<file path="src/logic/conv_pkg.sv">
`default_nettype none

package conv_pkg;

        ////////////////////////////////////////
        // number formats
        ////////////////////////////////////////

        // one half-precision value with sign, 5-bit exponent and 10-bit fraction
        typedef logic [15:0] fp16_t;

        // index of one tap inside the kernel window
        typedef logic [3:0] tap_t;

        localparam fp16_t FP16_ZERO = 16'h0000;

        ////////////////////////////////////////
        // kernel geometry
        ////////////////////////////////////////

        localparam int KERNEL_DIM = 3;

        // taps are numbered row by row, tap 0 at the top left
        localparam int KERNEL_TAPS = KERNEL_DIM * KERNEL_DIM;

endpackage

`default_nettype wire

</file>
<file path="src/logic/fp16_mac.sv">
`timescale 1ns/100ps
`default_nettype none

module fp16_mac import conv_pkg::*; (
        input  fp16_t a,
        input  fp16_t b,
        input  fp16_t acc,
        output fp16_t sum
);

        localparam int BIAS = 15;
        // both operands are aligned to 20 fraction bits before the add
        localparam int FRAC_W = 20;

        typedef logic signed [7:0] exp_t;
        typedef logic [22:0] mag_t;

        // a zero operand gets this exponent so it never wins the alignment
        localparam exp_t EXP_NONE = -8'sd64;

        logic        a_zero;
        logic        b_zero;
        logic        p_zero;
        logic        c_zero;
        logic [10:0] sig_a;
        logic [10:0] sig_b;
        logic [21:0] p_prod;
        logic        p_sign;
        logic        c_sign;
        exp_t        p_exp;
        exp_t        c_exp;
        mag_t        p_mag;
        mag_t        c_mag;

        // subnormals are flushed, so a zero exponent field means zero
        assign a_zero = (a[14:10] == 5'd0);
        assign b_zero = (b[14:10] == 5'd0);
        assign c_zero = (acc[14:10] == 5'd0);
        assign p_zero = a_zero | b_zero;

        assign sig_a = {1'b1, a[9:0]};
        assign sig_b = {1'b1, b[9:0]};
        assign p_prod = sig_a * sig_b;

        assign p_sign = a[15] ^ b[15];
        assign c_sign = acc[15];

        assign p_exp = p_zero ? EXP_NONE :
                       exp_t'(a[14:10]) + exp_t'(b[14:10]) - exp_t'(BIAS);
        assign c_exp = c_zero ? EXP_NONE : exp_t'(acc[14:10]);

        // the product has its leading one at bit 20 or 21, the accumulator at bit 20
        assign p_mag = p_zero ? '0 : {1'b0, p_prod};
        assign c_mag = c_zero ? '0 : {2'b00, 1'b1, acc[9:0], 10'd0};

        ////////////////////////////////////////
        // align, add and normalize
        ////////////////////////////////////////

        always_comb begin
                exp_t big_exp;
                exp_t small_exp;
                exp_t shift;
                exp_t lead;
                exp_t res_exp;
                mag_t big_mag;
                mag_t small_mag;
                mag_t aligned;
                mag_t total;
                mag_t norm;
                logic big_sign;
                logic small_sign;
                logic res_sign;

                if (p_exp >= c_exp) begin
                        big_exp = p_exp;
                        big_mag = p_mag;
                        big_sign = p_sign;
                        small_exp = c_exp;
                        small_mag = c_mag;
                        small_sign = c_sign;
                end else begin
                        big_exp = c_exp;
                        big_mag = c_mag;
                        big_sign = c_sign;
                        small_exp = p_exp;
                        small_mag = p_mag;
                        small_sign = p_sign;
                end

                shift = big_exp - small_exp;
                aligned = (shift > 8'sd22) ? '0 : (small_mag >> shift);

                if (big_sign == small_sign) begin
                        total = big_mag + aligned;
                        res_sign = big_sign;
                end else if (big_mag >= aligned) begin
                        total = big_mag - aligned;
                        res_sign = big_sign;
                end else begin
                        total = aligned - big_mag;
                        res_sign = small_sign;
                end

                // leading-one search, the highest set bit wins
                lead = '0;
                for (int i = 0; i < 23; i++) begin
                        if (total[i]) begin
                                lead = exp_t'(i);
                        end
                end

                res_exp = big_exp + lead - exp_t'(FRAC_W);
                norm = total << (exp_t'(22) - lead);

                // the fraction is truncated, overflow saturates to the largest finite value
                if (total == '0 || res_exp <= 0) begin
                        sum = FP16_ZERO;
                end else if (res_exp >= 31) begin
                        sum = {res_sign, 15'h7bff};
                end else begin
                        sum = {res_sign, res_exp[4:0], norm[21:12]};
                end
        end

endmodule

`default_nettype wire

</file>
<file path="src/logic/conv_lane_array.sv">
`timescale 1ns/100ps
`default_nettype none

module conv_lane_array import conv_pkg::*; #(
        parameter int PARA = 4
) (
        input  logic             clk,
        input  logic             rst_n,
        input  logic             lane_clear,
        input  logic             lane_step,
        input  logic             lane_finish,
        input  logic             lane_relu,
        input  fp16_t            lane_weight,
        input  fp16_t [PARA-1:0] lane_pixels,
        output fp16_t [PARA-1:0] lane_sums
);

        fp16_t [PARA-1:0] acc_q;
        fp16_t [PARA-1:0] mac_sum;
        fp16_t [PARA-1:0] sums_q;

        // every lane sees the same weight and its own pixel
        for (genvar i = 0; i < PARA; i++) begin : g_lane
                fp16_mac u_mac (
                        .a   (lane_pixels[i]),
                        .b   (lane_weight),
                        .acc (acc_q[i]),
                        .sum (mac_sum[i])
                );
        end

        always_ff @(posedge clk or negedge rst_n) begin
                if (!rst_n) begin
                        acc_q <= {PARA{FP16_ZERO}};
                end else if (lane_clear) begin
                        acc_q <= {PARA{FP16_ZERO}};
                end else if (lane_step) begin
                        acc_q <= mac_sum;
                end
        end

        // result register, a set sign bit means the sum is negative
        always_ff @(posedge clk or negedge rst_n) begin
                if (!rst_n) begin
                        sums_q <= {PARA{FP16_ZERO}};
                end else if (lane_finish) begin
                        for (int i = 0; i < PARA; i++) begin
                                if (lane_relu && acc_q[i][15]) begin
                                        sums_q[i] <= FP16_ZERO;
                                end else begin
                                        sums_q[i] <= acc_q[i];
                                end
                        end
                end
        end

        assign lane_sums = sums_q;

endmodule

`default_nettype wire

</file>
<file path="src/logic/feature_mem.sv">
`timescale 1ns/100ps
`default_nettype none

module feature_mem import conv_pkg::*; #(
        parameter int PARA = 4,
        parameter int ROW_ADDR_W = 3
) (
        input  logic                  clk,
        input  logic                  en,
        input  logic                  we,
        input  logic [ROW_ADDR_W-1:0] addr,
        input  fp16_t [PARA+1:0]      wdata,
        output fp16_t [PARA+1:0]      rdata
);

        localparam int ROWS = 2 ** ROW_ADDR_W;

        fp16_t [PARA+1:0] mem [ROWS];

        // read data only changes on a read, so it holds through later writes
        always_ff @(posedge clk) begin
                if (en) begin
                        if (we) begin
                                mem[addr] <= wdata;
                        end else begin
                                rdata <= mem[addr];
                        end
                end
        end

endmodule

`default_nettype wire

</file>
<file path="src/logic/mem_arbiter.sv">
`timescale 1ns/100ps
`default_nettype none

module mem_arbiter import conv_pkg::*; #(
        parameter int PARA = 4,
        parameter int ROW_ADDR_W = 3
) (
        input  logic                  rd_req,
        input  logic [ROW_ADDR_W-1:0] rd_addr,
        input  logic                  load_valid,
        input  logic [ROW_ADDR_W-1:0] load_addr,
        input  fp16_t [PARA+1:0]      load_row,
        output logic                  load_ready,
        output logic                  mem_en,
        output logic                  mem_we,
        output logic [ROW_ADDR_W-1:0] mem_addr,
        output fp16_t [PARA+1:0]      mem_wdata
);

        logic rd_gnt;
        logic ld_gnt;

        // the sequencer is requester 1 and always wins
        assign rd_gnt = rd_req;

        // host load port is requester 0 and only gets the idle cycles
        assign load_ready = ~rd_req;
        assign ld_gnt = load_valid & load_ready;

        assign mem_en = rd_gnt | ld_gnt;
        assign mem_we = ld_gnt;
        assign mem_addr = rd_gnt ? rd_addr : load_addr;
        assign mem_wdata = load_row;

endmodule

`default_nettype wire

</file>
<file path="src/logic/conv_sequencer.sv">
`timescale 1ns/100ps
`default_nettype none

module conv_sequencer import conv_pkg::*; #(
        parameter int PARA = 4,
        parameter int ROW_ADDR_W = 3
) (
        input  logic                        clk,
        input  logic                        rst_n,
        input  logic                        cmd_valid,
        input  logic [ROW_ADDR_W-1:0]       cmd_row,
        input  fp16_t [KERNEL_TAPS-1:0]     cmd_weights,
        input  logic                        cmd_relu,
        output logic                        cmd_ready,
        output logic                        rd_req,
        output logic [ROW_ADDR_W-1:0]       rd_addr,
        input  fp16_t [PARA+KERNEL_DIM-2:0] rd_row,
        output logic                        lane_clear,
        output logic                        lane_step,
        output logic                        lane_finish,
        output logic                        lane_relu,
        output fp16_t                       lane_weight,
        output fp16_t [PARA-1:0]            lane_pixels,
        input  logic                        res_ready,
        output logic                        res_valid
);

        typedef enum logic [2:0] {
                IDLE,
                CLEAR,
                READ,
                STEP,
                FINISH,
                HOLD
        } seq_state_t;

        seq_state_t state;
        seq_state_t state_nxt;

        tap_t       tap;
        logic [1:0] kx;
        logic [1:0] ky;
        logic       last_tap;

        logic [ROW_ADDR_W-1:0]   row_q;
        fp16_t [KERNEL_TAPS-1:0] weights_q;
        logic                    relu_q;

        assign last_tap = (tap == tap_t'(KERNEL_TAPS - 1));

        ////////////////////////////////////////
        // state machine
        ////////////////////////////////////////

        // clear, then per kernel row one read and three steps, then finish
        always_comb begin
                state_nxt = state;
                case (state)
                        IDLE:   if (cmd_valid) state_nxt = CLEAR;
                        CLEAR:  state_nxt = READ;
                        READ:   state_nxt = STEP;
                        STEP: begin
                                if (last_tap) begin
                                        state_nxt = FINISH;
                                end else if (kx == 2'(KERNEL_DIM - 1)) begin
                                        state_nxt = READ;
                                end
                        end
                        FINISH: state_nxt = HOLD;
                        HOLD:   if (res_ready) state_nxt = IDLE;
                        default: state_nxt = IDLE;
                endcase
        end

        always_ff @(posedge clk or negedge rst_n) begin
                if (!rst_n) begin
                        state <= IDLE;
                        tap <= '0;
                        kx <= '0;
                        ky <= '0;
                end else begin
                        state <= state_nxt;
                        if (state == CLEAR) begin
                                tap <= '0;
                                kx <= '0;
                                ky <= '0;
                        end else if (state == STEP && !last_tap) begin
                                tap <= tap + 1'b1;
                                if (kx == 2'(KERNEL_DIM - 1)) begin
                                        kx <= '0;
                                        ky <= ky + 1'b1;
                                end else begin
                                        kx <= kx + 1'b1;
                                end
                        end
                end
        end

        // command is held for the whole run
        always_ff @(posedge clk) begin
                if (state == IDLE && cmd_valid) begin
                        row_q <= cmd_row;
                        weights_q <= cmd_weights;
                        relu_q <= cmd_relu;
                end
        end

        ////////////////////////////////////////
        // outputs
        ////////////////////////////////////////

        assign cmd_ready = (state == IDLE);
        assign res_valid = (state == HOLD);

        // row addresses wrap around the top of the memory
        assign rd_req = (state == READ);
        assign rd_addr = row_q + ROW_ADDR_W'(ky);

        assign lane_clear = (state == CLEAR);
        assign lane_step = (state == STEP);
        assign lane_finish = (state == FINISH);
        assign lane_relu = relu_q;

        // the row slice at offset kx lines each lane up with its window column
        assign lane_weight = weights_q[tap];
        assign lane_pixels = rd_row[kx +: PARA];

endmodule

`default_nettype wire

</file>
<file path="src/logic/conv_top.sv">
`timescale 1ns/100ps
`default_nettype none

module conv_top import conv_pkg::*; #(
        parameter int PARA = 4,
        parameter int ROW_ADDR_W = 3
) (
        input  logic                        clk,
        input  logic                        rst_n,
        input  logic                        load_valid,
        output logic                        load_ready,
        input  logic [ROW_ADDR_W-1:0]       load_addr,
        input  fp16_t [PARA+KERNEL_DIM-2:0] load_row,
        input  logic                        cmd_valid,
        output logic                        cmd_ready,
        input  logic [ROW_ADDR_W-1:0]       cmd_row,
        input  fp16_t [KERNEL_TAPS-1:0]     cmd_weights,
        input  logic                        cmd_relu,
        output logic                        res_valid,
        input  logic                        res_ready,
        output fp16_t [PARA-1:0]            res_data
);

        logic                        rd_req;
        logic [ROW_ADDR_W-1:0]       rd_addr;
        fp16_t [PARA+KERNEL_DIM-2:0] rd_row;
        logic                        mem_en;
        logic                        mem_we;
        logic [ROW_ADDR_W-1:0]       mem_addr;
        fp16_t [PARA+KERNEL_DIM-2:0] mem_wdata;
        logic                        lane_clear;
        logic                        lane_step;
        logic                        lane_finish;
        logic                        lane_relu;
        fp16_t                       lane_weight;
        fp16_t [PARA-1:0]            lane_pixels;

        conv_sequencer #(
                .PARA       (PARA),
                .ROW_ADDR_W (ROW_ADDR_W)
        ) u_seq (
                .clk         (clk),
                .rst_n       (rst_n),
                .cmd_valid   (cmd_valid),
                .cmd_row     (cmd_row),
                .cmd_weights (cmd_weights),
                .cmd_relu    (cmd_relu),
                .cmd_ready   (cmd_ready),
                .rd_req      (rd_req),
                .rd_addr     (rd_addr),
                .rd_row      (rd_row),
                .lane_clear  (lane_clear),
                .lane_step   (lane_step),
                .lane_finish (lane_finish),
                .lane_relu   (lane_relu),
                .lane_weight (lane_weight),
                .lane_pixels (lane_pixels),
                .res_ready   (res_ready),
                .res_valid   (res_valid)
        );

        // result register of the lanes is the output stream payload
        conv_lane_array #(
                .PARA (PARA)
        ) u_lanes (
                .clk         (clk),
                .rst_n       (rst_n),
                .lane_clear  (lane_clear),
                .lane_step   (lane_step),
                .lane_finish (lane_finish),
                .lane_relu   (lane_relu),
                .lane_weight (lane_weight),
                .lane_pixels (lane_pixels),
                .lane_sums   (res_data)
        );

        mem_arbiter #(
                .PARA       (PARA),
                .ROW_ADDR_W (ROW_ADDR_W)
        ) u_arb (
                .rd_req     (rd_req),
                .rd_addr    (rd_addr),
                .load_valid (load_valid),
                .load_addr  (load_addr),
                .load_row   (load_row),
                .load_ready (load_ready),
                .mem_en     (mem_en),
                .mem_we     (mem_we),
                .mem_addr   (mem_addr),
                .mem_wdata  (mem_wdata)
        );

        feature_mem #(
                .PARA       (PARA),
                .ROW_ADDR_W (ROW_ADDR_W)
        ) u_mem (
                .clk   (clk),
                .en    (mem_en),
                .we    (mem_we),
                .addr  (mem_addr),
                .wdata (mem_wdata),
                .rdata (rd_row)
        );

endmodule

`default_nettype wire

</file>
<file path="config.mk">
export PLATFORM = sky130hd
export DESIGN_NAME = conv_top
export DESIGN_NICKNAME = d
export VERILOG_FILES = /design/src/logic/conv_pkg.sv /design/src/logic/fp16_mac.sv /design/src/logic/conv_lane_array.sv /design/src/logic/feature_mem.sv /design/src/logic/mem_arbiter.sv /design/src/logic/conv_sequencer.sv /design/src/logic/conv_top.sv
export SDC_FILE = /design/constraint.sdc
export NUM_CORES = 2
export LEC_CHECK = 0
export ABC_CLOCK_PERIOD_IN_PS = 18500
export BUFFER_PORTS_ARGS = -buffer_cell sky130_fd_sc_hd__buf_2
export CORE_ASPECT_RATIO = 0.75
export CORE_UTILIZATION = 35
export DETAILED_ROUTE_END_ITERATION = 6
export SLEW_MARGIN = 20
export SYNTH_ARGS = -nofsm -noshare
export SYNTH_HDL_FRONTEND = slang
export SYNTH_SLANG_ARGS = --single-unit
</file>
<file path="constraint.sdc">
create_clock -name clk -period 18.5 [get_ports clk]
set_input_delay 0.925 -clock clk [delete_from_list [all_inputs] [get_ports clk]]
set_output_delay 0.925 -clock clk [all_outputs]
set_load 0.03 [all_outputs]
</file>
==> impl_metrics.toml <==
[logic_synthesis]
yosys.area.top_type = "edfxtp_1"
synthCells = 9981
synth_area_leaders = "edfxtp_1 (33%), ha_1 (8.5%), fa_1 (7.5%), nand2_1 (6.5%), dfrtp_1 (3.8%)"
syn-num-nets = 11200
synth_edf_count = 1012
synthTopCellsByCount = "nand2_1 (1592), edfxtp_1 (1012), nor2_1 (803)"
yosys.cell_types.count = 128
yosys_warnings = 0
netlist_area_um2 = 91270
syn_avg_cell_area_um2 = 9.144
ys_dominant_reg_cell = "edfxtp_1"
ys_seq_area_frac = 0.3711
async_flop_share = 0.1208
synth_top_area_frac = 0.3330
yosysMostFrequentCell = "nand2_1"
ys_ff_latch = 1151

[drt]
route.detailed.drc = 0
routed_wl_mm = 311.4
post_drt_wl_per_cell_um = 22.94
num_vias = 76900
vias_per_cell = 5.666
drt_iter0_markers = 8063
drtPass1Iterations = 6
ant_nets = 0

[timing]
skew_ps = 44.94
drv_slew = 0
tightest_slew_ps = 1228
fmax_ghz = 0.05694
setup_tns_ps = 0
slew_headroom = 0.1727
finalCriticalPeriod_ps = 17560
finalSetupViolCount = 0
rsz0062_at_grt = "false"
hold_viol_final = 0
fin_crit_sh = 0.9493

[critical_path]
crit_type = "register to register"
arrival_ps = 18180
reg2reg_depth = 60
critPathCapture = "u_lanes.acc_q[56]"
crit_path_end_kind = "register"
critPathSlowestCell = "dfrtp_4"
slowest_delay_ps = 950
path_max_fanout = 55
reg2reg_setup_slack_ps = 940
r2r_end = "u_lanes.acc_q[56]"
crit_path_start_kind = "register"
r2r-start = "u_seq.kx[1]"
crit_required_ps = 19120
startpoint = "u_seq.kx[1]"

[flow_run]
maxCapViolations = 0

[global_route]
grt_max_degree = 149
grt_pass1_vias = 73520
grt_pass1_wl_mm = 468.2
overflow = 0
antenna_found_initial = 40
grt_usage = 0.2304

[floorplan]
start_util = 0.3537
fp.dieW_um = 591.7
dieArea_um2 = 262800
die_height_um = 444.2
core_um2 = 258000
core.rowCount = 161
ios = 319

[final_layout]
fin_area_um2 = 100500
final_nets = 11270
area_growth_pct = 10.09
drive_gt1_frac = 0.09888
layout.cells.non_filler = 13570

[clock_network]
cts_tree = "done"
clockBufferDepth = 3
clock-sinks = 1151
cts_root_buf = "clkbuf_16"
cts_buffers = 116
htreeDepth = 3
cts_hold_buf = 0
path_clk_slew_ps = 60
clk_latency_ps = 770

[status]
status = "finished, final reports clean"

[placed_design]
placed_cell_area_um2 = 96510
port_buffers = 318
dp.cells = 13350
routabilityCongestion = 0.9996
dp_hpwl_mm = 233.5

[min_path]
hold_class = "input pin to asynchronous set/reset pin"
[state kept, by name, summed over array words and instances, names as in the netlist, 3 cells and up]
name               flops
u_mem.rdata           96
u_lanes.acc_q         64
u_mem.mem            768
u_seq.row_q            3
u_lanes.lane_sums     64
u_seq.tap              4
u_seq.state            3
u_seq.weights_q      144
[worst max-delay path: cells and delay by family (launching register included)]
kind                     cells  cell delay (ps)
AND/OR/NAND/NOR             14             2850
AO/OA/AOI/OAI               26             8210
flip-flops                   1              950
buffers and inverters        8             1380
XOR/XNOR                     1              420
multiplexers                 2              450
adder cells (fa/ha/maj)      9             3140
[cell families after synthesis]
| family | count (synthesis) | share of synthesized area |
|---|---|---|
| simple gates | 3882 | 0.1917 |
| compound gates | 2104 | 0.1517 |
| buf+inv | 1320 | 0.05656 |
| flops | 1151 | 0.3711 |
| fa+ha+maj | 963 | 0.1601 |
| mux | 343 | 0.04635 |
| xor+xnor | 218 | 0.02261 |
[cells in the final DEF, fill, tap and decap left out, types with 39 or more instances in the layout]
cell       instances
a211oi_1          95
a21o_1           124
a21oi_1          467
a22o_1            39
a31oi_1           89
and2_1            62
and3_1            80
buf_2            317
buf_4            166
clkbuf_16        118
dfrtp_1          136
edfxtp_1        1012
fa_1             341
ha_1             622
inv_1            766
mux2_2            75
mux2i_1          207
mux4_2            55
nand2_1         1589
nand2b_1         135
nand3_1          651
nor2_1           799
nor2b_1           62
nor3_1           176
o211ai_1          69
o21a_1            76
o21ai_0          532
o21bai_1          60
o31ai_1           47
or2_2             55
or3_1             58
xnor2_1          142
xor2_1            60
[layout make-up]
cell class / instances / area (um^2)
Clock inverter: 72 / 807.0
Sequential cell: 1151 / 33880
Clock buffer: 140 / 3035
Antenna cell: 6 / 15.01
Inverter: 779 / 2930
Multi-Input combinational cell: 7512 / 52560
Fill cell: 25630 / 157600
Timing Repair Buffer: 490 / 2972
Tap cell: 3423 / 4283
[layer usage]
layer / up-vias / wire, um / part of all wire / track usage
met5: - / 330 / 0.0011 / 0
met4: 50 / 6416 / 0.021 / 0.04597
met3: 414 / 27710 / 0.089 / 0.04825
met2: 3158 / 134300 / 0.43 / 0.3489
met1: 37830 / 142600 / 0.46 / 0.3376
li1: 35440 / - / - / -
[repair_timing]
item,in CTS,in global routing
buffers inserted,0,4
endpoints found under the setup margin,0,26
resized for setup,0,5
[through the flow]
| step | setup WS, ps | utilization | hold slack, ps |
|---|---|---|---|
| floorplan | 1110 | - | 482.4 |
| global placement | 959.5 | 0.3739 | 466.0 |
| detailed placement | 922.1 | 0.3740 | 467.8 |
| CTS | 864.0 | 0.3889 | 120.8 |
| global route | 2.295 | 0.3893 | 173.0 |
| finish | 938.4 | 0.3894 | 155.8 |
[worst min-delay path by stage]
stage,depth (start not counted),start,slack (ps),endpoint
6_report,1,rst_n,160,u_lanes.acc_q[54]
2_1_floorplan,1,u_seq.ky[0],480,u_seq.ky[0]
3_3_place_gp,2,u_lanes.lane_sums[15],470,u_lanes.lane_sums[15]
4_1_cts,1,rst_n,120,u_lanes.acc_q[54]
5_1_grt,1,rst_n,170,u_lanes.acc_q[51]
3_5_place_dp,2,u_lanes.lane_sums[1],470,u_lanes.lane_sums[1]
Power is not shown: default switching activity piles up to over one toggle a cycle in this logic, so the estimate is an artifact.
